--- src/la32_pkg.sv ---
package la32_pkg;

    localparam int DATA_WIDTH     = 32;
    localparam int REG_ADDR_WIDTH = 5;

    localparam logic [DATA_WIDTH-1:0]     INST_BYTES = 4;
    localparam logic [REG_ADDR_WIDTH-1:0] LINK_REG   = 1;

    typedef enum logic [3:0] {
        ALU_ADD,
        ALU_SUB,
        ALU_SLT,
        ALU_NOR,
        ALU_AND,
        ALU_OR,
        ALU_XOR,
        ALU_SLL,
        ALU_SRL,
        ALU_SRA,
        ALU_MUL,
        ALU_MULH,
        ALU_NONE
    } la32_alu_op_e;

    // major opcodes, matched against the top bits of the word
    localparam logic [9:0] MAJ_3R   = 10'b0000000000;
    localparam logic [9:0] MAJ_UI5  = 10'b0000000001;
    localparam logic [6:0] MAJ_SI12 = 7'b0000001;
    localparam logic [3:0] MAJ_SI20 = 4'b0001;
    localparam logic [1:0] MAJ_BJ   = 2'b01;
    // ld.w lives at inst[31:22], not executed here
    localparam logic [9:0] MAJ_LD_W = 10'b0010100010;

    // 3R and UI5 minor codes in inst[21:15]
    localparam logic [6:0] OP_ADD_W   = 7'b0100000;
    localparam logic [6:0] OP_SUB_W   = 7'b0100010;
    localparam logic [6:0] OP_SLT     = 7'b0100100;
    localparam logic [6:0] OP_SLTU    = 7'b0100101;
    localparam logic [6:0] OP_NOR     = 7'b0101000;
    localparam logic [6:0] OP_AND     = 7'b0101001;
    localparam logic [6:0] OP_OR      = 7'b0101010;
    localparam logic [6:0] OP_XOR     = 7'b0101011;
    localparam logic [6:0] OP_SLL_W   = 7'b0101110;
    localparam logic [6:0] OP_SRL_W   = 7'b0101111;
    localparam logic [6:0] OP_SRA_W   = 7'b0110000;
    localparam logic [6:0] OP_MUL_W   = 7'b0111000;
    localparam logic [6:0] OP_MULH_W  = 7'b0111001;
    localparam logic [6:0] OP_MULH_WU = 7'b0111010;
    localparam logic [6:0] OP_DIV_W   = 7'b1000000;
    localparam logic [6:0] OP_SLLI_W  = 7'b0000001;
    localparam logic [6:0] OP_SRLI_W  = 7'b0001001;
    localparam logic [6:0] OP_SRAI_W  = 7'b0010001;

    // si12 minor codes in inst[24:22]
    localparam logic [2:0] OP_SLTI   = 3'b000;
    localparam logic [2:0] OP_SLTUI  = 3'b001;
    localparam logic [2:0] OP_ADDI_W = 3'b010;
    localparam logic [2:0] OP_ANDI   = 3'b101;
    localparam logic [2:0] OP_ORI    = 3'b110;
    localparam logic [2:0] OP_XORI   = 3'b111;

    // si20 minor codes in inst[27:25]
    localparam logic [2:0] OP_LU12I_W   = 3'b010;
    localparam logic [2:0] OP_PCADDU12I = 3'b110;

    // branch and jump minor codes in inst[29:26]
    localparam logic [3:0] OP_JIRL = 4'b0011;
    localparam logic [3:0] OP_B    = 4'b0100;
    localparam logic [3:0] OP_BL   = 4'b0101;
    localparam logic [3:0] OP_BEQ  = 4'b0110;
    localparam logic [3:0] OP_BNE  = 4'b0111;
    localparam logic [3:0] OP_BLT  = 4'b1000;
    localparam logic [3:0] OP_BGE  = 4'b1001;
    localparam logic [3:0] OP_BLTU = 4'b1010;
    localparam logic [3:0] OP_BGEU = 4'b1011;

    typedef struct packed {
        logic [DATA_WIDTH-1:0]     pc;
        la32_alu_op_e              op;
        logic                      is_unsigned;
        logic [DATA_WIDTH-1:0]     operand1;
        logic [DATA_WIDTH-1:0]     operand2;
        logic                      rw_en;
        logic [REG_ADDR_WIDTH-1:0] rw_addr;
        logic                      taken;
        logic [DATA_WIDTH-1:0]     target;
        logic                      illegal;
    } la32_id_info_t;

    typedef struct packed {
        logic [DATA_WIDTH-1:0]     pc;
        logic [DATA_WIDTH-1:0]     alu_result;
        logic                      rw_en;
        logic [REG_ADDR_WIDTH-1:0] rw_addr;
        logic                      taken;
        logic [DATA_WIDTH-1:0]     target;
        logic                      illegal;
    } la32_ex_info_t;

    typedef struct packed {
        logic [DATA_WIDTH-1:0]     next_pc;
        logic                      rw_en;
        logic [REG_ADDR_WIDTH-1:0] rw_addr;
        logic [DATA_WIDTH-1:0]     rw_data;
        logic                      illegal;
    } la32_result_t;

endpackage

--- src/la32_regfile.sv ---
`timescale 1ns/1ps

module la32_regfile (
    input  logic                                clk,
    input  logic                                rst_n,
    input  logic [la32_pkg::REG_ADDR_WIDTH-1:0] rd1_addr,
    input  logic [la32_pkg::REG_ADDR_WIDTH-1:0] rd2_addr,
    output logic [la32_pkg::DATA_WIDTH-1:0]     rd1_data,
    output logic [la32_pkg::DATA_WIDTH-1:0]     rd2_data,
    input  logic                                wr_en,
    input  logic [la32_pkg::REG_ADDR_WIDTH-1:0] wr_addr,
    input  logic [la32_pkg::DATA_WIDTH-1:0]     wr_data
);

    logic [la32_pkg::DATA_WIDTH-1:0] regs [2**la32_pkg::REG_ADDR_WIDTH];

    // r0 is never written, so only 31 entries ever change
    always_ff @(posedge clk or negedge rst_n) begin
        if (!rst_n) begin
            for (int i = 0; i < 2**la32_pkg::REG_ADDR_WIDTH; i++) begin
                regs[i] <= '0;
            end
        end else if (wr_en && (wr_addr != '0)) begin
            regs[wr_addr] <= wr_data;
        end
    end

    assign rd1_data = (rd1_addr == '0) ? '0 : regs[rd1_addr];
    assign rd2_data = (rd2_addr == '0) ? '0 : regs[rd2_addr];

endmodule

--- config.mk ---
export PLATFORM = sky130hd
export DESIGN_NAME = la32_regfile
export DESIGN_NICKNAME = d
export VERILOG_FILES = /design/src/la32_pkg.sv /design/src/la32_regfile.sv
export SDC_FILE = /design/constraint.sdc
export NUM_CORES = 2
export LEC_CHECK = 0
export CORE_UTILIZATION = 55
export DETAILED_ROUTE_END_ITERATION = 12
export DONT_BUFFER_PORTS = 1
export GPL_TIMING_DRIVEN = 0
export PLACE_DENSITY = 0.76
export RECOVER_POWER = 50
export SYNTH_ARGS = -nofsm -noshare
export SYNTH_HDL_FRONTEND = slang
export SYNTH_SLANG_ARGS = --single-unit
--- constraint.sdc ---
create_clock -name clk -period 2.05 [get_ports clk]
set_input_delay 0.3075 -clock clk [delete_from_list [all_inputs] [get_ports clk]]
set_output_delay 0.3075 -clock clk [all_outputs]
set_load 0.03 [all_outputs]
# [After elaboration in Yosys (flattened, before gate mapping)]
# Cells that the tools add are included.
[totals] mem_bits_rw=0 out_inout_bits=64 latch_bits=0 register_bits=1024 romBits=0 in_bits=50 mem_count=0 wordCells=55
[classes] eq_ne=0 n_bitwise=3 n_reduce_logical=5 n_div=0 addsub=0 multipliers=0 n_mux=11 n_lt_le_gt_ge=4 shifts=0
[op_table] operator="bitwise mux 1024 bit" count=1
[op_table] operator="binary-select mux 32 bit (select 5 bit)" count=2
[op_table] operator="two-way mux 32 bit" count=7
[op_table] operator="demux 32 bit (select 5 bit)" count=1
[op_table] operator=">= comparator 6 bit, second input constant" count=3
[op_table] operator="inverter 5 -> 6 bit" count=3
[op_table] operator="zero test 5 bit" count=2
[op_table] operator="< comparator 6 x 1 -> 1 bit, second input constant" count=1
[op_table] operator="nonzero test 5 bit" count=1
[op_table] operator="logical AND 1 bit" count=2

# [Depth between registers and ports, before layout]
[logic_depth] depth_word=6 ltp_mapped=7 ltp_nobuf=4

# [Worst setup path after synthesis]
# No wires, ideal clock.
[synth_timing] kind="input-to-output" start="in rd1_addr[0] in the netlist's numbering" end="out rd1_data[14] in the netlist's numbering" setup_slack_ns=-0.465 arrival_time_ns=2.207 stages=7 n_path_buf=4 path_cell_list="buf_2 inv_1 buf_2 buf_2 clkbuf_1 o2111ai_1 a311oi_1"
[synth_between] elab_chain_cells=5 elab_cells_between_ends=6 cone_classes="mux (4); bitwise (1); reduce/logical (1)"
[synth_lines] element="start: declaration" line_no="la32_regfile.sv:6" rtl="input logic [la32_pkg::REG_ADDR_WIDTH-1:0] rd1_addr,"
[synth_lines] element="inverter 5 -> 6 bit (not written as such)" line_no="la32_regfile.sv:28" rtl="assign rd1_data = (rd1_addr == '0) ? '0 : regs[rd1_addr];"
[synth_lines] element="binary-select mux 32 bit (select 5 bit)" line_no="la32_regfile.sv:28"
[synth_lines] element="two-way mux 32 bit (not written as such) (2 in series)" line_no="la32_regfile.sv:28"
[synth_lines] element="two-way mux 32 bit (*)" line_no="la32_regfile.sv:28"
[synth_lines] element="end: declaration" line_no="la32_regfile.sv:8" rtl="output logic [la32_pkg::DATA_WIDTH-1:0] rd1_data,"
# Every way passes the cells marked *; elsewhere a longest branch is shown, timed or not. The select of a mux whose other input is x is not followed.

# [Worst setup path in the final report]
[layout_timing] start="reg regs[243] in the netlist's numbering" end="out rd1_data[19] in the netlist's numbering"
[layout_between] elab_chain_cells=4
[layout_lines] element="start: declaration" line_no="la32_regfile.sv:15" rtl="logic [la32_pkg::DATA_WIDTH-1:0] regs [2**la32_pkg::REG_ADDR_WIDTH];"
[layout_lines] element="start signal: indexed assignment" line_no="la32_regfile.sv:24" rtl="regs[wr_addr] <= wr_data;"
[layout_lines] element="binary-select mux 32 bit (select 5 bit)" line_no="la32_regfile.sv:28"
[layout_lines] element="two-way mux 32 bit (not written as such) (2 in series)" line_no="la32_regfile.sv:28"
[layout_lines] element="two-way mux 32 bit" line_no="la32_regfile.sv:28"
# No other way between the ends. The select of a mux whose other input is x is not followed.

==> results.py <==
metrics = {
    "pwr": {
        "p_leak_nw": 27.1,
        "ir_worst_vdd_uv": 687,
        "power_density_nw_per_um2": 967,
        "p_total_mw": 62.5,
    },
    "synthesis": {
        "ys.flop_type": "dfrtp_1",
        "async_reset_ff_share_pct": 100,
        "yosysWarnings": 0,
        "syn_area_um2": 54400,
        "netlist_top_cells_area": "dfrtp_1 47%, mux2_2 22%, mux4_2 19%",
        "postSynthCellCount": 3621,
        "yosysTopAreaCell": "dfrtp_1",
        "yosys.cell_types.count": 35,
        "syn-num-nets": 3671,
        "ys_seq_area_share_pct": 47.1,
        "avgSynthCellArea_um2": 15.0,
        "ys_ff_latch": 1024,
        "synth_edf_count": 0,
        "yosys.area.top_type_share_pct": 47.1,
    },
    "outcome": {
        "violations": "negative setup slack",
        "status": "finished with violations",
    },
    "timing": {
        "hold_viol_final": 0,
        "setup_viol": 319,
        "hold_ws_ns": 0.108,
        "slew_viol_final": 0,
        "max_freq_mhz": 361,
        "rsz0062_at_grt": "true",
        "fin_tns_setup_ns": -104.27,
        "period_minus_slack_ns": 2.77,
        "skew_ns": 0,
        "final.period_utilization_pct": 135,
        "tightest_slew_ns": 1.44,
        "fin_ws_ns": -0.723,
        "slew_headroom_pct": 2.96,
    },
    "critical_path": {
        "crit_type": "reg -> out",
        "rr_worst_depth": 2,
        "end_kind": "output port",
        "r2r_slack_ns": 1.10,
        "max_stage_delay_ns": 0.55,
        "timing.rr.end": "regs[309]",
        "path_max_fanout": 2,
        "crit_path_top_delay_cell": "a22oi_2",
        "startpoint": "regs[243]",
        "required_ns": 1.74,
        "crit_chain": "mux4_2 > a22oi_2 > a311oi_4",
        "critical_path_arrival_ns": 2.47,
        "start_kind": "register",
        "crit_path_end": "rd1_data[19]",
        "cp.depth": 3,
        "r2r-start": "regs[309]",
        "path_buf_inv": 0,
        "crit_family": "compound AO/OA/AOI/OAI gates",
    },
    "routing": {
        "drt-vias-per-instance": 7.23,
        "drt-initial-drc-count": 4679,
        "dr.pass1.iters": 6,
        "routedWlPerCell_um": 37.2,
        "route.met3.wl_um": 26500,
        "ant_nets": 0,
        "routed.top_layer": "met5",
        "wl_met1_um": 72800,
        "wl_met2_um": 83500,
        "num_vias": 37500,
        "wl_um": 193000,
        "drc": 0,
    },
    "cts": {
        "cts_tree": "yes",
        "clock_latency_ns": 0.72,
        "cts-root-buf": "clkbuf_16",
        "cts_made_buffers": 108,
        "cts.reportedPaths.clkPinSlew_ns": 0.07,
        "cts_buffer_depth": 3,
        "cts-htree-levels": 3,
        "clock-sinks": 1024,
    },
    "floorplanning": {
        "core-area_um2": 97300,
        "ioPinCount": 114,
        "fp.dieH_um": 316,
        "initial_utilization_pct": 55.9,
        "rows": 114,
        "fp.dieArea_um2": 100000,
        "die_x_um": 316,
    },
    "placement": {
        "place_area_um2": 58000,
        "hpwlAfterDp_um": 133000,
        "place_congestion": 0.995,
        "port_buffers": 0,
        "place_inst": 4899,
    },
    "global_route": {
        "grt_max_degree": 1025,
        "grt_pass1_wl_um": 275000,
        "antenna_found_initial": 19,
        "grt_overflow": 0,
        "grt_usage_pct": 39.0,
        "grt_pass1_vias": 37500,
    },
    "cells_and_area": {
        "finalInstanceArea_um2": 64600,
        "final_cell_mix": "1028 x mux2_2, 1024 x dfrtp_1, 448 x mux4_2, 197 x clkbuf_1, 128 x mux2i_1",
        "syn2layout_area_growth_pct": 18.8,
        "mostFrequentLayoutCell": "mux2_2",
        "largest_reg_flops": 1024,
        "reg_top3": "regs (1024)",
        "drive_gt1_share_pct": 59.8,
        "fin_cells": 5181,
        "top_register": "regs",
        "fin_nets": 3855,
    },
    "min_path": {
        "hold_class": "in -> reg",
    },
    "job": {
        "drv_cap": 0,
    },
}
[cell usage after synthesis (5+ instances only)]
| cell | count |
|---|---|
| clkbuf_1 | 223 |
| a211oi_1 | 64 |
| o21ai_0 | 101 |
| nand2b_1 | 5 |
| mux4_2 | 448 |
| nor2_1 | 19 |
| a311oi_1 | 64 |
| o21ai_1 | 9 |
| buf_4 | 34 |
| a221oi_1 | 46 |
| nand2_1 | 49 |
| a22oi_1 | 64 |
| nor2b_1 | 71 |
| dfrtp_1 | 1024 |
| o2111ai_1 | 18 |
| mux2_2 | 1046 |
| mux2i_1 | 128 |
| mux2_1 | 10 |
| buf_2 | 170 |
[cell families (layout without fill, tap and decap cells)]
logic type | Yosys count | in the layout | share of synthesized area, %
muxes | 1632 | 1632 | 42.8
DFF | 1024 | 1024 | 47.1
buffers and inverters | 434 | 704 | 3.63
AOI/OAI and AO/OA | 366 | 366 | 4.84
and+or+nand+nor | 165 | 165 | 1.61
other | 0 | 14 | 0
[power by group]
| group | internal, mW | switching [mW] |
|---|---|---|
| clock network | 11.9 | 8.62 |
| logic | 7.99 | 6.95 |
| registers | 24.1 | 2.92 |
[worst min path at each step]
stage                     from   endpoint  slack, ns  cells past startpoint
floorplan                rst_n    regs[0]       0.01                      0
global placement         rst_n  regs[122]       0.08                      0
detailed placement       rst_n   regs[90]       0.06                      0
CTS                      rst_n   regs[26]      -0.66                      0
global route        wr_addr[3]  regs[544]       0.10                      3
finish              wr_addr[3]  regs[544]       0.11                      3
[tightest hold or removal path, cell delays in order]
cell and delay (ns):
nand2_1 0.07, nor4_1 0.16, mux2_2 0.26
[cell type report]
type,count,area [µm²]
flip-flops and latches,1024,25600
inverters,2,7.51
clock buffers,160,3260
repair buffers,77,825
plain buffers,429,2770
well taps,1276,1600
fillers,6675,32700
diodes,14,35.0
multi-input cells,2163,30100
clock inverters,36,393
[layer usage]
| layer | track usage (%) | up-vias |
|---|---|---|
| met5 | 0 | - |
| met3 | 16.8 | 569 |
| met4 | 15.6 | 24 |
| met1 | 52.7 | 20100 |
| met2 | 55.6 | 2344 |
| li1 | - | 14400 |
[timing repair]
| action | CTS | global route |
|---|---|---|
| resized for setup | 444 | 49 |
| buffers inserted | 26 | 7 |
| setup endpoints to repair | 64 | 274 |
| pin swaps | 161 | 56 |
| endpoints found under the hold margin | 1056 | 287 |
| hold buffers | 32 | 3 |
| cloned | 0 | 2 |
[metrics by stage]
stage / util, % / setup slack [ns]
5_1_grt: 66.4 / -0.733
2_1_floorplan: - / -0.0175
4_1_cts: 66.0 / -0.618
6_report: 66.4 / -0.723
3_3_place_gp: 59.6 / -1.33
3_5_place_dp: 59.6 / -1.31
(Power assumes the default switching activity.)
