$ cat config.mk
export PLATFORM = sky130hd
export DESIGN_NAME = la32_execute
export DESIGN_NICKNAME = d
export VERILOG_FILES = /design/src/la32_pkg.sv /design/src/la32_execute.sv
export SDC_FILE = /design/constraint.sdc
export NUM_CORES = 2
export LEC_CHECK = 0
export BUFFER_PORTS_ARGS = -buffer_cell sky130_fd_sc_hd__buf_2
export CAP_MARGIN = 20
export CORE_ASPECT_RATIO = 0.7
export CORE_MARGIN = 4
export CORE_UTILIZATION = 55
export DETAILED_ROUTE_END_ITERATION = 6
export PLACE_DENSITY = 0.75
export SETUP_SLACK_MARGIN = 0.02
export SLEW_MARGIN = 20
export SYNTH_ARGS = -nofsm -noshare
export SYNTH_HDL_FRONTEND = slang
export SYNTH_SLANG_ARGS = --single-unit
$ cat constraint.sdc
create_clock -name clk -period 0.8 [get_ports clk]
set_clock_uncertainty 0.2 [all_clocks]
set_input_delay 0.12 -clock clk [delete_from_list [all_inputs] [get_ports clk]]
set_output_delay 0.12 -clock clk [all_outputs]
set_load 0.02 [all_outputs]
$ cat src/la32_pkg.sv
package la32_pkg;

    localparam int DATA_WIDTH     = 32;
    localparam int REG_ADDR_WIDTH = 5;

    localparam logic [DATA_WIDTH-1:0]     INST_BYTES = 4;
    localparam logic [REG_ADDR_WIDTH-1:0] LINK_REG   = 1;

    typedef enum logic [3:0] {
        ALU_ADD,
        ALU_SUB,
        ALU_SLT,
        ALU_NOR,
        ALU_AND,
        ALU_OR,
        ALU_XOR,
        ALU_SLL,
        ALU_SRL,
        ALU_SRA,
        ALU_MUL,
        ALU_MULH,
        ALU_NONE
    } la32_alu_op_e;

    // major opcodes, matched against the top bits of the word
    localparam logic [9:0] MAJ_3R   = 10'b0000000000;
    localparam logic [9:0] MAJ_UI5  = 10'b0000000001;
    localparam logic [6:0] MAJ_SI12 = 7'b0000001;
    localparam logic [3:0] MAJ_SI20 = 4'b0001;
    localparam logic [1:0] MAJ_BJ   = 2'b01;
    // ld.w lives at inst[31:22], not executed here
    localparam logic [9:0] MAJ_LD_W = 10'b0010100010;

    // 3R and UI5 minor codes in inst[21:15]
    localparam logic [6:0] OP_ADD_W   = 7'b0100000;
    localparam logic [6:0] OP_SUB_W   = 7'b0100010;
    localparam logic [6:0] OP_SLT     = 7'b0100100;
    localparam logic [6:0] OP_SLTU    = 7'b0100101;
    localparam logic [6:0] OP_NOR     = 7'b0101000;
    localparam logic [6:0] OP_AND     = 7'b0101001;
    localparam logic [6:0] OP_OR      = 7'b0101010;
    localparam logic [6:0] OP_XOR     = 7'b0101011;
    localparam logic [6:0] OP_SLL_W   = 7'b0101110;
    localparam logic [6:0] OP_SRL_W   = 7'b0101111;
    localparam logic [6:0] OP_SRA_W   = 7'b0110000;
    localparam logic [6:0] OP_MUL_W   = 7'b0111000;
    localparam logic [6:0] OP_MULH_W  = 7'b0111001;
    localparam logic [6:0] OP_MULH_WU = 7'b0111010;
    localparam logic [6:0] OP_DIV_W   = 7'b1000000;
    localparam logic [6:0] OP_SLLI_W  = 7'b0000001;
    localparam logic [6:0] OP_SRLI_W  = 7'b0001001;
    localparam logic [6:0] OP_SRAI_W  = 7'b0010001;

    // si12 minor codes in inst[24:22]
    localparam logic [2:0] OP_SLTI   = 3'b000;
    localparam logic [2:0] OP_SLTUI  = 3'b001;
    localparam logic [2:0] OP_ADDI_W = 3'b010;
    localparam logic [2:0] OP_ANDI   = 3'b101;
    localparam logic [2:0] OP_ORI    = 3'b110;
    localparam logic [2:0] OP_XORI   = 3'b111;

    // si20 minor codes in inst[27:25]
    localparam logic [2:0] OP_LU12I_W   = 3'b010;
    localparam logic [2:0] OP_PCADDU12I = 3'b110;

    // branch and jump minor codes in inst[29:26]
    localparam logic [3:0] OP_JIRL = 4'b0011;
    localparam logic [3:0] OP_B    = 4'b0100;
    localparam logic [3:0] OP_BL   = 4'b0101;
    localparam logic [3:0] OP_BEQ  = 4'b0110;
    localparam logic [3:0] OP_BNE  = 4'b0111;
    localparam logic [3:0] OP_BLT  = 4'b1000;
    localparam logic [3:0] OP_BGE  = 4'b1001;
    localparam logic [3:0] OP_BLTU = 4'b1010;
    localparam logic [3:0] OP_BGEU = 4'b1011;

    typedef struct packed {
        logic [DATA_WIDTH-1:0]     pc;
        la32_alu_op_e              op;
        logic                      is_unsigned;
        logic [DATA_WIDTH-1:0]     operand1;
        logic [DATA_WIDTH-1:0]     operand2;
        logic                      rw_en;
        logic [REG_ADDR_WIDTH-1:0] rw_addr;
        logic                      taken;
        logic [DATA_WIDTH-1:0]     target;
        logic                      illegal;
    } la32_id_info_t;

    typedef struct packed {
        logic [DATA_WIDTH-1:0]     pc;
        logic [DATA_WIDTH-1:0]     alu_result;
        logic                      rw_en;
        logic [REG_ADDR_WIDTH-1:0] rw_addr;
        logic                      taken;
        logic [DATA_WIDTH-1:0]     target;
        logic                      illegal;
    } la32_ex_info_t;

    typedef struct packed {
        logic [DATA_WIDTH-1:0]     next_pc;
        logic                      rw_en;
        logic [REG_ADDR_WIDTH-1:0] rw_addr;
        logic [DATA_WIDTH-1:0]     rw_data;
        logic                      illegal;
    } la32_result_t;

endpackage

$ cat src/la32_execute.sv
`timescale 1ns/1ps

module la32_execute (
    input  logic                    clk,
    input  logic                    rst_n,
    input  logic                    id_valid,
    input  la32_pkg::la32_id_info_t id_info,
    output logic                    ex_valid,
    output la32_pkg::la32_ex_info_t ex_info
);

    localparam int DW = la32_pkg::DATA_WIDTH;

    logic [DW-1:0]   a;
    logic [DW-1:0]   b;
    logic [DW-1:0]   alu_out;
    logic [2*DW-1:0] prod_s;
    logic [2*DW-1:0] prod_u;
    logic            lt;

    assign a = id_info.operand1;
    assign b = id_info.operand2;

    assign prod_s = $signed({{DW{a[DW-1]}}, a}) * $signed({{DW{b[DW-1]}}, b});
    assign prod_u = {{DW{1'b0}}, a} * {{DW{1'b0}}, b};
    assign lt     = id_info.is_unsigned ? (a < b) : ($signed(a) < $signed(b));

    always_comb begin
        case (id_info.op)
            la32_pkg::ALU_ADD:  alu_out = a + b;
            la32_pkg::ALU_SUB:  alu_out = a - b;
            la32_pkg::ALU_SLT:  alu_out = {{(DW-1){1'b0}}, lt};
            la32_pkg::ALU_NOR:  alu_out = ~(a | b);
            la32_pkg::ALU_AND:  alu_out = a & b;
            la32_pkg::ALU_OR:   alu_out = a | b;
            la32_pkg::ALU_XOR:  alu_out = a ^ b;
            la32_pkg::ALU_SLL:  alu_out = a << b[4:0];
            la32_pkg::ALU_SRL:  alu_out = a >> b[4:0];
            la32_pkg::ALU_SRA:  alu_out = $signed(a) >>> b[4:0];
            la32_pkg::ALU_MUL:  alu_out = prod_s[DW-1:0];
            la32_pkg::ALU_MULH: alu_out = id_info.is_unsigned ? prod_u[2*DW-1:DW]
                                                              : prod_s[2*DW-1:DW];
            default:            alu_out = '0;
        endcase
    end

    always_ff @(posedge clk or negedge rst_n) begin
        if (!rst_n) begin
            ex_valid <= 1'b0;
        end else begin
            ex_valid <= id_valid;
        end
    end

    always_ff @(posedge clk) begin
        if (id_valid) begin
            ex_info.pc         <= id_info.pc;
            ex_info.alu_result <= alu_out;
            ex_info.rw_en      <= id_info.rw_en;
            ex_info.rw_addr    <= id_info.rw_addr;
            ex_info.taken      <= id_info.taken;
            ex_info.target     <= id_info.target;
            ex_info.illegal    <= id_info.illegal;
        end
    end

    // decode marks every unmapped encoding illegal
    a_op_known: assert property (@(posedge clk) disable iff (!rst_n)
        id_valid && !id_info.illegal |-> id_info.op != la32_pkg::ALU_NONE);

endmodule

# Yosys cells after proc, flatten, opt, wreduce, memory -nomap -nowiden
# Index checks and enable logic that the tools add are counted.
# totals
regBits	105
latch_bits	0
ram_bits	0
rom_bits	0
in_bits	144
out_inout_bits	105
elab_cells	36
n_memories	0
# classes
n_addsub	2
n_mul	2
n_div	0
n_lt_le_gt_ge	2
eq_ne	11
shifts	3
muxes	3
n_bitwise	4
n_reduce_logical	1
# op_table
op	n
$pmux W32 S12	1
$mul A32 B32 Y64	2
$lt A32 B32 Y1	2
$add A32 B32 Y32	1
$and A32 B32 Y32	1
$mux W32	1
$not A32 Y32	1
$or A32 B32 Y32	1
$shl A32 B5 Y32	1
$shr A32 B5 Y32	1
$sshr A32 B5 Y32	1
$sub A32 B32 Y32	1
$xor A32 B32 Y32	1
$eq A4 B3 Y1 const B	4
$eq A4 B4 Y1 const B	4
$eq A4 B2 Y1 const B	2
$eq A4 B1 Y1 const B	1
$logic_not A4 Y1	1
$mux W1	1

# Longest topological paths before layout
# logic_depth
word_depth	3
mapped_depth	32
depth_no_buf	28

# Least setup slack after synthesis
# OpenSTA, ideal clock, no wires.
# synth_timing
kind	input to register
startpoint	input id_info[43] (netlist bit)
endpoint	register ex_info[63] (netlist bit) (data pin)
setup_ps	261
t_arrival_ps	8335
t_required_ps	339
path_slack_ps	-7996
cell_stages	29
n_path_buf	6
cell_sequence	clkbuf_1 clkbuf_1 clkbuf_1 buf_1 buf_1 buf_1 nand2_1 fa_1 inv_1 fa_1 fa_1 inv_1 fa_1 inv_1 fa_1 fa_1 fa_1 fa_1 ha_1 and4_1 o2111ai_1 a31oi_1 o22ai_1 a21oi_1 a31oi_1 o41a_1 o21ba_2 xnor2_1 a221o_1
# synth_between
elab_chain_len	3
elab_cells_between_ends	9
classes_between	2 x add/sub; 2 x mul; 3 x shift; 2 x mux
# synth_lines
item	line	text
start: declaration	la32_execute.sv:7	input la32_pkg::la32_id_info_t id_info,
$mul A32 B32 Y64 (on tied branches)	la32_execute.sv:24, la32_execute.sv:25	
$mux W32	la32_execute.sv:41	la32_pkg::ALU_MULH: alu_out = id_info.is_unsigned ? prod_u[2*DW-1:DW]
$pmux W32 S12 *	la32_execute.sv:29	case (id_info.op)
net alu_out[23]	la32_execute.sv:16	logic [DW-1:0] alu_out;
end: declaration	la32_execute.sv:9	output la32_pkg::la32_ex_info_t ex_info
# The timed path passes the listed nets; every way through them passes the cells marked *.
# A chain may end at the register's enable or synchronous reset.

# Final worst setup path
# layout_timing
startpoint	input id_info[87] (netlist bit)
endpoint	register ex_info[47] (netlist bit) (data pin)
# The elaborated chain is that of the path after synthesis.

==> summary.md <==
| Metric | Value |
|---|---|
| Placed cells | `9759` |
| CP Launch Type | `input port` |
| Routed vias/inst | `6.208` |
| Clk root buf | `clkbuf_16` |
| Seq/Total Area, Yosys | `under 10%` |
| Total detailed-routing wirelength | `311200 microns` |
| Status | `finished, violations left` |
| Syn_area_per_cell | `9.074 sq um` |
| CTS clk-pin slew, worst paths | `roughly 90 ps` |
| Layout area overhead | `32.59%` |
| Clk sinks | `105` |
| Critical Path RT | `slightly above 700 ps` |
| Seq cells post-synth | `105` |
| Clock Path Buffers | `2` |
| Cell Area, Synth | `61760 sq um` |
| Num CTS Buffers | `9` |
| Final WS setup | `-7368 ps` |
| Async S/R FF share, synth | `0.9524%` |
| Core Area | `about 110000 sq um` |
| Most frequent CP cell | `fa_1` |
| DR iter-0 viols | `9139` |
| Kind of critical path | `input port to flop` |
| Die area | `117800 sq um` |
| Ys Warns | `0` |
| Max-Cap Viols | `0` |
| Area share of the largest cell type after synthesis | `47.75%` |
| Worst-path maximum fanout | `5` |
| Main area contributors after synthesis | `fa_1 (48%), ha_1 (9.8%), inv_1 (9.5%), edfxtp_1 (5.1%), nand2_1 (4.3%)` |
| Unrepaired setup endpoints after global routing | `true` |
| Slowest Stage Delay on Critical Path | `590 ps` |
| Synth cell count leaders | `inv_1 (1569), fa_1 (1473), nand2_1 (712), nor2_1 (699), ha_1 (483)` |
| Nets@finish | `10540` |
| IO Port Bufs | `248` |
| Share of cells above drive strength 1 | `29.96%` |
| Layout Utilization | `73.75%` |
| Die W | `408.5 microns` |
| Setup TNS | `-278110 ps` |
| Hold buffers post-CTS | `1` |
| Setup crit start | `id_info[87]` |
| Largest net degree at the start of global routing | `52` |
| Row Count | `102` |
| Non-filler instance count after layout | `9923` |
| Most used DFF post-synth | `edfxtp_1` |
| Syn nets | `8906` |
| Final setup fails | `137` |
| Post-DP HPWL | `260300 microns` |
| Slew HR | `25.46%` |
| WHS Path Cells | `1` |
| Max Clock Freq | `about 120 MHz` |
| Hold WS | `-309.9 ps` |
| IO Count | `249` |
| Drt drc | `17` |
| Failing checks | `DRC, hold timing, setup timing` |
| Antenna-violating nets left | `0` |
| Hold path startpoint | `id_info[115]` |
| Crit path capture type | `flop` |
| Worst Hold Path EP | `ex_info[78]$_DFFE_PP_` |
| Slew @ Worst Pin | `1109 ps` |
| Starting density of the core | `55.62%` |
| Final hold vios | `74` |
| Hold crit path type | `input port to flop` |
| Pins Over Slew Limit | `0` |
| Avg WL per Cell | `31.36 microns` |
| Unique cell type count in the Yosys netlist | `87` |
| Number of synthesized flops with an enable pin | `approximately 100` |
| Global-route wire length before repair | `439900 microns` |
| Area leader, netlist | `fa_1` |
| CTS tree | `yes` |
| GR Overflow Total | `0` |
| Initial antenna violation count | `24` |
| Most common cell in the synthesized netlist | `inv_1` |
| Synth Instances | `6806` |
| Die Y | `288.4 microns` |
| Fin crit period | `8168 ps` |
| Placer Congestion | `1.113` |
| CP arrival | `between 8000 and 9000 ps` |
| Via count | `61600` |
| CP max stage cell | `fa_2` |
| Vias in the first global route | `63990` |
| Htree depth | `3` |
| Total Routing Usage GR | `52.30%` |
| Drt pass-1 iters | `7` |
| Period utilization | `1021%` |
## repair_timing
item	4_1_cts	5_1_grt
gates cloned	3	2
setup buffers	92	44
setup endpoints to repair	137	137
pin swaps	202	149
gates resized for setup	642	245
endpoints found under the hold margin	74	74
## kinds of logic after synthesis
kind of cell / share of synthesized area (%)
AND/OR/NAND/NOR: 11.43
multiplexers: 2.936
XOR/XNOR: 1.744
buffers and inverters: 11.86
AO/OA/AOI/OAI: 9.403
flip-flops: 5.097
adder cells (fa/ha/maj): 57.53
## sequential cells by signal, indices dropped and copies added, names as in the netlist
name	count
ex_info	104
ex_valid	1
## per-layer routing
| metal | GRT usage (%) | wire, microns |
|---|---|---|
| met5 | 2.245 | 1314 |
| met4 | 22.55 | 19270 |
| met1 | 67.45 | 110000 |
| met3 | 31.31 | 61520 |
| met2 | 70.42 | 119100 |
## layout make-up
cell class	count	area (sq um)
Antenna cell	23	57.56
Timing Repair Buffer	1966	16770
Clock buffer	9	225.2
Sequential cell	105	3148
Multi-Input combinational cell	4758	53650
Fill cell	7688	29140
Clock inverter	7	88.84
Tap cell	1456	1822
Inverter	1599	6132
## worst max-delay path: cells and delay by family
family,cells,cell delay (ps)
compound gates,7,1260
fa+ha+maj,9,4160
buf+inv,14,1940
simple gates,2,400
xor+xnor,1,150
## how the worst max path moves through the flow
stage / endpoint / slack (ps) / cells past startpoint
2_1_floorplan: ex_info[62]$_DFFE_PP_ / -6990 / 26
3_3_place_gp: ex_info[70]$_DFFE_PP_ / -8520 / 27
3_5_place_dp: ex_info[70]$_DFFE_PP_ / -8620 / 27
4_1_cts: ex_info[71]$_DFFE_PP_ / -7090 / 30
5_1_grt: ex_info[71]$_DFFE_PP_ / -7420 / 29
6_report: ex_info[47]$_DFFE_PP_ / -7370 / 33
## layout by cell type (no fill, tap or decap), types with 104 or more instances in the layout
cell and count:
ha_1 435, inv_1 1517, buf_4 1507, fa_1 1382, a21oi_1 191, buf_2 137
buf_6 181, buf_12 119, o21ai_0 122, nand2_1 696, nor2_1 616, edfxtp_1 104
## through the flow
stage / hold slack, ps / worst slack [ps] / cell area (sq um)
6_report: -309.9 / -7368 / 81890
5_1_grt: -309.9 / -7417 / 81850
4_1_cts: -310.2 / -7087 / 80640
3_5_place_dp: -305.1 / -8620 / 77100
3_3_place_gp: -304.2 / -8522 / 77100
2_1_floorplan: -375.6 / -6990 / 62450
Power is not shown: default switching activity piles up to over one toggle a cycle in this logic, so the estimate is an artifact.
