===== src/la32_pkg.sv =====
package la32_pkg;

    localparam int DATA_WIDTH     = 32;
    localparam int REG_ADDR_WIDTH = 5;

    localparam logic [DATA_WIDTH-1:0]     INST_BYTES = 4;
    localparam logic [REG_ADDR_WIDTH-1:0] LINK_REG   = 1;

    typedef enum logic [3:0] {
        ALU_ADD,
        ALU_SUB,
        ALU_SLT,
        ALU_NOR,
        ALU_AND,
        ALU_OR,
        ALU_XOR,
        ALU_SLL,
        ALU_SRL,
        ALU_SRA,
        ALU_MUL,
        ALU_MULH,
        ALU_NONE
    } la32_alu_op_e;

    // major opcodes, matched against the top bits of the word
    localparam logic [9:0] MAJ_3R   = 10'b0000000000;
    localparam logic [9:0] MAJ_UI5  = 10'b0000000001;
    localparam logic [6:0] MAJ_SI12 = 7'b0000001;
    localparam logic [3:0] MAJ_SI20 = 4'b0001;
    localparam logic [1:0] MAJ_BJ   = 2'b01;
    // ld.w lives at inst[31:22], not executed here
    localparam logic [9:0] MAJ_LD_W = 10'b0010100010;

    // 3R and UI5 minor codes in inst[21:15]
    localparam logic [6:0] OP_ADD_W   = 7'b0100000;
    localparam logic [6:0] OP_SUB_W   = 7'b0100010;
    localparam logic [6:0] OP_SLT     = 7'b0100100;
    localparam logic [6:0] OP_SLTU    = 7'b0100101;
    localparam logic [6:0] OP_NOR     = 7'b0101000;
    localparam logic [6:0] OP_AND     = 7'b0101001;
    localparam logic [6:0] OP_OR      = 7'b0101010;
    localparam logic [6:0] OP_XOR     = 7'b0101011;
    localparam logic [6:0] OP_SLL_W   = 7'b0101110;
    localparam logic [6:0] OP_SRL_W   = 7'b0101111;
    localparam logic [6:0] OP_SRA_W   = 7'b0110000;
    localparam logic [6:0] OP_MUL_W   = 7'b0111000;
    localparam logic [6:0] OP_MULH_W  = 7'b0111001;
    localparam logic [6:0] OP_MULH_WU = 7'b0111010;
    localparam logic [6:0] OP_DIV_W   = 7'b1000000;
    localparam logic [6:0] OP_SLLI_W  = 7'b0000001;
    localparam logic [6:0] OP_SRLI_W  = 7'b0001001;
    localparam logic [6:0] OP_SRAI_W  = 7'b0010001;

    // si12 minor codes in inst[24:22]
    localparam logic [2:0] OP_SLTI   = 3'b000;
    localparam logic [2:0] OP_SLTUI  = 3'b001;
    localparam logic [2:0] OP_ADDI_W = 3'b010;
    localparam logic [2:0] OP_ANDI   = 3'b101;
    localparam logic [2:0] OP_ORI    = 3'b110;
    localparam logic [2:0] OP_XORI   = 3'b111;

    // si20 minor codes in inst[27:25]
    localparam logic [2:0] OP_LU12I_W   = 3'b010;
    localparam logic [2:0] OP_PCADDU12I = 3'b110;

    // branch and jump minor codes in inst[29:26]
    localparam logic [3:0] OP_JIRL = 4'b0011;
    localparam logic [3:0] OP_B    = 4'b0100;
    localparam logic [3:0] OP_BL   = 4'b0101;
    localparam logic [3:0] OP_BEQ  = 4'b0110;
    localparam logic [3:0] OP_BNE  = 4'b0111;
    localparam logic [3:0] OP_BLT  = 4'b1000;
    localparam logic [3:0] OP_BGE  = 4'b1001;
    localparam logic [3:0] OP_BLTU = 4'b1010;
    localparam logic [3:0] OP_BGEU = 4'b1011;

    typedef struct packed {
        logic [DATA_WIDTH-1:0]     pc;
        la32_alu_op_e              op;
        logic                      is_unsigned;
        logic [DATA_WIDTH-1:0]     operand1;
        logic [DATA_WIDTH-1:0]     operand2;
        logic                      rw_en;
        logic [REG_ADDR_WIDTH-1:0] rw_addr;
        logic                      taken;
        logic [DATA_WIDTH-1:0]     target;
        logic                      illegal;
    } la32_id_info_t;

    typedef struct packed {
        logic [DATA_WIDTH-1:0]     pc;
        logic [DATA_WIDTH-1:0]     alu_result;
        logic                      rw_en;
        logic [REG_ADDR_WIDTH-1:0] rw_addr;
        logic                      taken;
        logic [DATA_WIDTH-1:0]     target;
        logic                      illegal;
    } la32_ex_info_t;

    typedef struct packed {
        logic [DATA_WIDTH-1:0]     next_pc;
        logic                      rw_en;
        logic [REG_ADDR_WIDTH-1:0] rw_addr;
        logic [DATA_WIDTH-1:0]     rw_data;
        logic                      illegal;
    } la32_result_t;

endpackage


===== src/la32_decode.sv =====
`timescale 1ns/1ps

module la32_decode (
    input  logic                                clk,
    input  logic                                rst_n,
    input  logic                                req,
    input  logic [la32_pkg::DATA_WIDTH-1:0]     inst,
    input  logic [la32_pkg::DATA_WIDTH-1:0]     pc,
    output logic [la32_pkg::REG_ADDR_WIDTH-1:0] rd1_addr,
    output logic [la32_pkg::REG_ADDR_WIDTH-1:0] rd2_addr,
    input  logic [la32_pkg::DATA_WIDTH-1:0]     rd1_data,
    input  logic [la32_pkg::DATA_WIDTH-1:0]     rd2_data,
    output logic                                id_valid,
    output la32_pkg::la32_id_info_t             id_info
);

    localparam int DW = la32_pkg::DATA_WIDTH;

    typedef enum logic {
        IDLE,
        BUSY
    } state_e;

    state_e                            state;
    logic   [la32_pkg::REG_ADDR_WIDTH-1:0] rd;
    logic   [DW-1:0]                   si12_sext;
    logic   [DW-1:0]                   si12_zext;
    logic   [DW-1:0]                   si20_hi;
    logic   [DW-1:0]                   offs16_ext;
    logic   [DW-1:0]                   offs26_ext;
    logic                              is_3r;
    logic                              is_ui5;
    logic                              is_si12;
    logic                              is_si20;
    logic                              is_bj;
    logic                              cmp_eq;
    logic                              cmp_lt;
    logic                              cmp_ltu;
    la32_pkg::la32_id_info_t           dec;

    assign rd         = inst[4:0];
    assign si12_sext  = {{(DW-12){inst[21]}}, inst[21:10]};
    assign si12_zext  = {{(DW-12){1'b0}}, inst[21:10]};
    assign si20_hi    = {inst[24:5], 12'b0};
    assign offs16_ext = {{(DW-18){inst[25]}}, inst[25:10], 2'b00};
    // offs26 is split, high part in inst[9:0]
    assign offs26_ext = {{(DW-28){inst[9]}}, inst[9:0], inst[25:10], 2'b00};

    assign is_3r   = (inst[31:22] == la32_pkg::MAJ_3R);
    assign is_ui5  = (inst[31:22] == la32_pkg::MAJ_UI5);
    assign is_si12 = (inst[31:25] == la32_pkg::MAJ_SI12);
    assign is_si20 = (inst[31:28] == la32_pkg::MAJ_SI20);
    assign is_bj   = (inst[31:30] == la32_pkg::MAJ_BJ);

    // branches compare rj against rd
    assign rd1_addr = inst[9:5];
    assign rd2_addr = is_bj ? rd : inst[14:10];

    assign cmp_eq  = (rd1_data == rd2_data);
    assign cmp_lt  = ($signed(rd1_data) < $signed(rd2_data));
    assign cmp_ltu = (rd1_data < rd2_data);

    always_comb begin
        dec          = '0;
        dec.pc       = pc;
        dec.op       = la32_pkg::ALU_NONE;
        dec.rw_addr  = rd;
        dec.operand1 = rd1_data;
        if (is_3r || is_ui5) begin
            dec.rw_en    = 1'b1;
            dec.operand2 = is_ui5 ? {{(DW-5){1'b0}}, inst[14:10]} : rd2_data;
            case ({is_ui5, inst[21:15]})
                {1'b0, la32_pkg::OP_ADD_W}:   dec.op = la32_pkg::ALU_ADD;
                {1'b0, la32_pkg::OP_SUB_W}:   dec.op = la32_pkg::ALU_SUB;
                {1'b0, la32_pkg::OP_SLT}:     dec.op = la32_pkg::ALU_SLT;
                {1'b0, la32_pkg::OP_SLTU}: begin
                    dec.op          = la32_pkg::ALU_SLT;
                    dec.is_unsigned = 1'b1;
                end
                {1'b0, la32_pkg::OP_NOR}:     dec.op = la32_pkg::ALU_NOR;
                {1'b0, la32_pkg::OP_AND}:     dec.op = la32_pkg::ALU_AND;
                {1'b0, la32_pkg::OP_OR}:      dec.op = la32_pkg::ALU_OR;
                {1'b0, la32_pkg::OP_XOR}:     dec.op = la32_pkg::ALU_XOR;
                {1'b0, la32_pkg::OP_SLL_W}:   dec.op = la32_pkg::ALU_SLL;
                {1'b0, la32_pkg::OP_SRL_W}:   dec.op = la32_pkg::ALU_SRL;
                {1'b0, la32_pkg::OP_SRA_W}:   dec.op = la32_pkg::ALU_SRA;
                {1'b0, la32_pkg::OP_MUL_W}:   dec.op = la32_pkg::ALU_MUL;
                {1'b0, la32_pkg::OP_MULH_W}:  dec.op = la32_pkg::ALU_MULH;
                {1'b0, la32_pkg::OP_MULH_WU}: begin
                    dec.op          = la32_pkg::ALU_MULH;
                    dec.is_unsigned = 1'b1;
                end
                {1'b1, la32_pkg::OP_SLLI_W}:  dec.op = la32_pkg::ALU_SLL;
                {1'b1, la32_pkg::OP_SRLI_W}:  dec.op = la32_pkg::ALU_SRL;
                {1'b1, la32_pkg::OP_SRAI_W}:  dec.op = la32_pkg::ALU_SRA;
                default:                      dec.op = la32_pkg::ALU_NONE;
            endcase
        end else if (is_si12) begin
            dec.rw_en    = 1'b1;
            dec.operand2 = si12_sext;
            case (inst[24:22])
                la32_pkg::OP_SLTI:   dec.op = la32_pkg::ALU_SLT;
                la32_pkg::OP_SLTUI: begin
                    dec.op          = la32_pkg::ALU_SLT;
                    dec.is_unsigned = 1'b1;
                end
                la32_pkg::OP_ADDI_W: dec.op = la32_pkg::ALU_ADD;
                la32_pkg::OP_ANDI: begin
                    dec.op       = la32_pkg::ALU_AND;
                    dec.operand2 = si12_zext;
                end
                la32_pkg::OP_ORI: begin
                    dec.op       = la32_pkg::ALU_OR;
                    dec.operand2 = si12_zext;
                end
                la32_pkg::OP_XORI: begin
                    dec.op       = la32_pkg::ALU_XOR;
                    dec.operand2 = si12_zext;
                end
                default:             dec.op = la32_pkg::ALU_NONE;
            endcase
        end else if (is_si20) begin
            dec.rw_en    = 1'b1;
            dec.operand1 = si20_hi;
            if (inst[27:25] == la32_pkg::OP_LU12I_W) begin
                dec.op = la32_pkg::ALU_ADD;
            end else if (inst[27:25] == la32_pkg::OP_PCADDU12I) begin
                dec.op       = la32_pkg::ALU_ADD;
                dec.operand2 = pc;
            end
        end else if (is_bj) begin
            // alu forms the link value pc + 4
            dec.op       = la32_pkg::ALU_ADD;
            dec.operand1 = pc;
            dec.operand2 = la32_pkg::INST_BYTES;
            dec.target   = pc + offs16_ext;
            case (inst[29:26])
                la32_pkg::OP_BEQ:  dec.taken = cmp_eq;
                la32_pkg::OP_BNE:  dec.taken = !cmp_eq;
                la32_pkg::OP_BLT:  dec.taken = cmp_lt;
                la32_pkg::OP_BGE:  dec.taken = !cmp_lt;
                la32_pkg::OP_BLTU: dec.taken = cmp_ltu;
                la32_pkg::OP_BGEU: dec.taken = !cmp_ltu;
                la32_pkg::OP_B: begin
                    dec.taken  = 1'b1;
                    dec.target = pc + offs26_ext;
                end
                la32_pkg::OP_BL: begin
                    dec.taken   = 1'b1;
                    dec.target  = pc + offs26_ext;
                    dec.rw_en   = 1'b1;
                    dec.rw_addr = la32_pkg::LINK_REG;
                end
                la32_pkg::OP_JIRL: begin
                    dec.taken  = 1'b1;
                    dec.target = rd1_data + offs16_ext;
                    dec.rw_en  = 1'b1;
                end
                default:           dec.op = la32_pkg::ALU_NONE;
            endcase
        end
        // anything left without an operation is illegal
        if (dec.op == la32_pkg::ALU_NONE) begin
            dec.illegal = 1'b1;
            dec.rw_en   = 1'b0;
            dec.taken   = 1'b0;
        end
    end

    always_ff @(posedge clk or negedge rst_n) begin
        if (!rst_n) begin
            state    <= IDLE;
            id_valid <= 1'b0;
        end else begin
            id_valid <= 1'b0;
            if (state == IDLE && req) begin
                state    <= BUSY;
                id_valid <= 1'b1;
            end else if (state == BUSY && !req) begin
                state <= IDLE;
            end
        end
    end

    always_ff @(posedge clk) begin
        if (state == IDLE && req) begin
            id_info <= dec;
        end
    end

    // one accept per handshake
    a_single_issue: assert property (@(posedge clk) disable iff (!rst_n)
        id_valid |=> !id_valid);

endmodule


===== config.mk =====
export PLATFORM = sky130hd
export DESIGN_NAME = la32_decode
export DESIGN_NICKNAME = d
export VERILOG_FILES = /design/src/la32_pkg.sv /design/src/la32_decode.sv
export SDC_FILE = /design/constraint.sdc
export NUM_CORES = 1
export LEC_CHECK = 0
export ABC_AREA = 1
export BUFFER_PORTS_ARGS = -buffer_cell sky130_fd_sc_hd__buf_2
export CORE_MARGIN = 2
export CORE_UTILIZATION = 45
export CTS_CLUSTER_SIZE = 24
export DETAILED_ROUTE_END_ITERATION = 6
export PLACE_DENSITY = 0.71
export SYNTH_ARGS = -nofsm -noshare
export SYNTH_HDL_FRONTEND = slang
export SYNTH_SLANG_ARGS = --single-unit

===== constraint.sdc =====
create_clock -name clk -period 8.4 [get_ports clk]
set_input_delay 0.42 -clock clk [delete_from_list [all_inputs] [get_ports clk]]
set_output_delay 0.42 -clock clk [all_outputs]
set_load 0.01 [all_outputs]

## Yosys cells after proc, flatten, opt, wreduce, memory -nomap -nowiden

Cells that the tools add are included.

| operators by class | value |
|---|---|
| $add $sub $neg | 3 |
| magnitude comparators | 2 |
| equal/unequal tests | 39 |
| multiplexer cells | 34 |
| bitwise operators | 2 |
| reduce and logical (&&, ||, !) cells | 24 |

Operators with widths:

| operator | count |
|---|---|
| $mux 32 | 6 |
| $mux 38 | 3 |
| $eq 8x6->1 const B | 14 |
| $mux 103 | 1 |
| $add 32x32->32 | 3 |
| $mux 33 | 2 |
| $mux 65 | 1 |
| $lt 32x32->1 | 2 |
| $pmux 32 s2 | 1 |
| $pmux 4 s12 | 1 |
| $eq 32x32->1 | 1 |
| $eq 8x8->1 const B | 3 |
| $mux 4 | 6 |
| $eq 4x4->1 const B | 5 |
| $pmux 4 s5 | 1 |
| $reduce_or 2->1 | 9 |
| $eq 4x3->1 const B | 4 |
| $mux 5 | 3 |
| $eq 3x3->1 const B | 4 |
| $eq 10x1->1 const B | 1 |
| $logic_not 10->1 | 1 |
| $reduce_or 9->1 | 1 |
| $mux 1 | 8 |
| $eq 7x1->1 const B | 1 |
| other kinds (15) | 22 |

| storage, ports and cells | value |
|---|---|
| flip-flop bits (word level) | 143 |
| input port bits | 131 |
| output and inout port bits | 152 |
| logic and storage cells | 116 |

## Logic depth before layout (Yosys ltp)

| depth | value |
|---|---|
| depth after elaboration | 9 |
| mapped depth | 20 |
| mapped depth without buffers | 19 |

## Least setup slack after synthesis

OpenSTA, ideal clock, no wires.

| path | value |
|---|---|
| kind | input to register |
| start | in req |
| end | reg id_info[0] (netlist bit) (enable) |
| setup time | 0.520 ns |
| data arrival time | 3.745 ns |
| data required time | 7.880 ns |
| slack | 4.136 ns |
| stages on the path | 1 |
| path buffers | 0 |
| cells stage by stage | ha_1 |

| between the ends | value |
|---|---|
| cells in the longest elaborated chain, start to end | 1 |

RTL lines:

| element | RTL line | RTL |
|---|---|---|
| from (decl) | la32_decode.sv:6 | `input logic req,` |
| $logic_and 1x1->1 | la32_decode.sv:186 | `if (state == IDLE && req) begin` |
| to (signal assigned) | la32_decode.sv:187 | `id_info <= dec;` |
| to (decl) | la32_decode.sv:14 | `output la32_pkg::la32_id_info_t id_info` |

Every way passes these cells.
A chain may end at the register's enable or synchronous reset.

## Worst setup path after layout

| path | value |
|---|---|
| start | in inst[28] (netlist bit) |
| end | reg id_info[17] (netlist bit) (data pin) |

| between the ends | value |
|---|---|
| cells in the longest elaborated chain, start to end | 3 |
| elaborated cells on any way between the ends | 11 |
| those cells by class | eq/ne (6); mux (1); reduce/logical (4) |

RTL lines:

| element | RTL line | RTL |
|---|---|---|
| from (decl) | la32_decode.sv:7 | `input logic [la32_pkg::DATA_WIDTH-1:0] inst,` |
| $eq 4x3->1, or another cell as far along | la32_decode.sv:137 | `case (inst[29:26])` |
| $reduce_or 2->1 (no source line) / $logic_or 1x1->1 (equally long branches) | - |  |
| $pmux 32 s2 / $reduce_or 4->1 (equally long branches) | - |  |

Several ways; a longest one is shown, not always the timed one.

==> metrics.md <==
| Metric | Value |
|---|---|
| WL final | `44.8 mm` |
| Hold Crit Depth | `1` |
| P_int | `1.62 mW` |
| WS Path Type | `in2reg` |
| Crit path DAT | `3540 ps` |
| Syn. warnings | `0` |
| CTS HTree Levels | `4` |
| R2r endpoint | `id_info[117]` |
| HP Start | `pc[5]` |
| Fmax | `295 MHz` |
| Net Sw Frac | `36.5%` |
| VDD IR max | `176 uV` |
| Finished Layout Cells | `2158` |
| Post-Syn Area per Cell | `7.51 um2` |
| Die Ht | `165 um` |
| Diodes inserted | `0` |
| IO Pins | `283` |
| Hold slack | `193 ps` |
| R2R depth | `3` |
| CP Buf/Inv Count | `3` |
| Placer congestion estimate | `1.05` |
| Vias per inst | `5.71` |
| Syn nets | `1774` |
| Crit-path leading delay family | `simple AND/OR/NAND/NOR gates` |
| Worst Clk Skew | `6.24 ps` |
| Iter 0 DRT Violations | `1255` |
| Final setup vio count | `0` |
| Worst Hold Class | `in2reg` |
| Setup crit end kind | `flip-flop` |
| Buffers added on ports | `282` |
| MaxCap Viol Count | `0` |
| Fraction of layout cells with a size suffix above 1 | `21.4%` |
| Crit path setup slack, layout | `5010 ps` |
| Worst-Skew Late Latency | `450 ps` |
| Max stage delay on crit path | `560 ps` |
| Place WS | `4610 ps` |
| # rows | `58` |
| Core area | `0.0253 mm2` |
| Worst EP required | `8550 ps` |
| Commonest non-fill, non-tap cell in the layout | `nand2_1` |
| Area growth, synth to finish | `19.7%` |
| Critical-path cell list | `buf_2, nor2_2, nand2_1, buf_4, inv_1, o21ai_0, ha_1, nand2_1, nor2_1, nand3_1, nand3_1, a21boi_0, or2_2, nand3_1, a21oi_1` |
| Global route overflow | `0` |
| DIE AREA | `0.0272 mm2` |
| Hold Fails Final Rpt | `0` |
| CP Launch Type | `input port` |
| Antenna violations before repair | `1` |
| Placed cell count | `2125` |
| P per Cell Area | `183 mW/mm2` |
| First-pass GRT wire length | `66.4 mm` |
| Outcome | `complete, no violations` |
| Clock sinks | `143` |
| Final slew viol count | `0` |
| Worst hold endpoint | `id_info[114]` |
| Post-synth ARST share | `1.40%` |
| Aggregate global-route resource usage | `32.7%` |
| Post-Syn Area | `0.0116 mm2` |
| Slew @ Worst Pin | `1000 ps` |
| Main synth FF type | `edfxtp_1` |
| Vias in the first global route | `11600` |
| Final period util | `40.3%` |
| Detailed Routing Iterations Pass 1 | `6` |
| DR WL/cell | `20.8 um` |
| Max-slew headroom | `33.1%` |
| Commonest non-fill, non-tap cells in the layout | `nand2_1 (367), buf_2 (282), inv_1 (188), o21ai_0 (146), a21oi_1 (144)` |
| Logic pwr share | `30.6%` |
| Initial core utilization | `46.1%` |
| Hold_buf cts | `1` |
| RSZ-0062 raised after global routing | `false` |
| Worst r2r src | `state` |
| Post-synth EDFFs | `141` |
| Die width | `165 um` |
| DRC viols | `0` |
| Vias | `12300` |
| CTS Buf Count | `17` |
| Reg2Reg Setup Slack | `5820 ps` |
| Clock Power Share | `30.9%` |
| Final setup TNS | `0 ps` |
| Largest net degree at the start of global routing | `82` |
| Yosys reg bits | `143` |
| Routed Antenna Nets | `0` |
| Fillcell total | `2515` |
| Synth Instances | `1550` |
| Core Util, Final | `55.2%` |
| Post-route minimum period | `3390 ps` |
| CTS max path bufs | `2` |
| Synth cell types | `45` |
| Crit-path slowest cell | `inv_1` |
| Clock transition at path regs | `80 ps` |
| Post-CTS setup buffers | `0` |
| Post-synthesis sequential area ratio | `36.8%` |
| Detailed Place HPWL | `35.3 mm` |
| CTS tree | `yes` |
| Post_cts resized | `0` |
| CTS root buf | `clkbuf_16` |
| Critical path peak fanout | `44` |
| Psw | `0.928 mW` |
| NumNets Final | `2039` |
| Static leakage | `6.67 nW` |
| Seq pwr share | `38.5%` |
| Critical path's most frequent cell | `nand3_1` |
registers in the layout, indices dropped and copies added (netlist names):
name and cells:
id_info 141, id_valid 1, state 1
synthesized netlist by cell type (9+ instances only):
cell type,count,share of area [%]
nand2_1,367,12
inv_1,188,6.1
o21ai_0,146,6.3
a21oi_1,144,6.2
edfxtp_1,141,36
nor2_1,119,3.8
nand3_1,118,5.1
ha_1,91,9.8
clkbuf_1,27,0.87
nand4_1,26,1.4
nor3_1,19,0.82
o211ai_2,19,2.0
or2_2,15,0.81
o21a_1,10,0.65
o21bai_1,10,0.65
nand3b_1,9,0.58
power groups by stage:
stage                     registers (mW)  logic, mW  clock network (mW)
after floorplan                     1.07      0.385                   0
after detailed placement           0.995      0.767                   0
after global routing               0.989      0.856               0.816
after CTS                          0.981      0.771               0.789
final                              0.979      0.777               0.787
after global placement             0.994      0.758                   0
per-layer routing:
| layer | routed length (um) | up-vias | track usage, % | share of wire (%) |
|---|---|---|---|---|
| li1 | - | 5864 | - | - |
| met1 | 18800 | 5724 | 44.6 | 42 |
| met2 | 20300 | 643 | 52.6 | 45 |
| met3 | 4260 | 95 | 5.07 | 9.5 |
| met4 | 1440 | 2 | 12.0 | 3.2 |
| met5 | 13 | - | 0 | 0.029 |
final cells by class:
cell class / instances / area, um2 / share of cell area [%]
Tap cell: 330 / 413 / 2.96
Inverter: 195 / 732 / 5.26
Sequential cell: 143 / 4280 / 30.8
Clock buffer: 17 / 425 / 3.05
Timing Repair Buffer: 291 / 1480 / 10.6
Clock inverter: 15 / 150 / 1.08
Multi-Input combinational cell: 1167 / 6440 / 46.3
kinds of logic (layout without fill, tap and decap cells):
family	after synthesis	count (layout)	synth area share [%]
AOI/OAI and AO/OA	367	367	18.2
and+or+nand+nor	705	705	26.6
xor gates and xnor gates	2	2	0.151
adders and majority gates	93	93	10.1
buffers and inverters	240	518	8.10
DFF	143	143	36.8
worst reg2reg max path, cell delays in order (launching register included):
cell and delay [ps]:
dfrtp_1 360, inv_1 100, ha_4 750, buf_4 920
stage by stage:
stage          instance area (um2)  power (mW)
6_report                     13900        2.54
5_1_grt                      13900        2.66
4_1_cts                      13900        2.54
3_5_place_dp                 13300        1.76
3_3_place_gp                 13300        1.75
2_1_floorplan                11600        1.46
worst max-delay path by stage:
stage,startpoint,end,depth (start not counted)
finish,inst[28],id_info[17],15
global route,inst[28],id_info[18],18
CTS,inst[28],id_info[19],18
detailed placement,inst[28],id_info[19],18
global placement,inst[28],id_info[19],18
floorplan,req,id_info[0],1
Power figures use the tool's default switching activity.
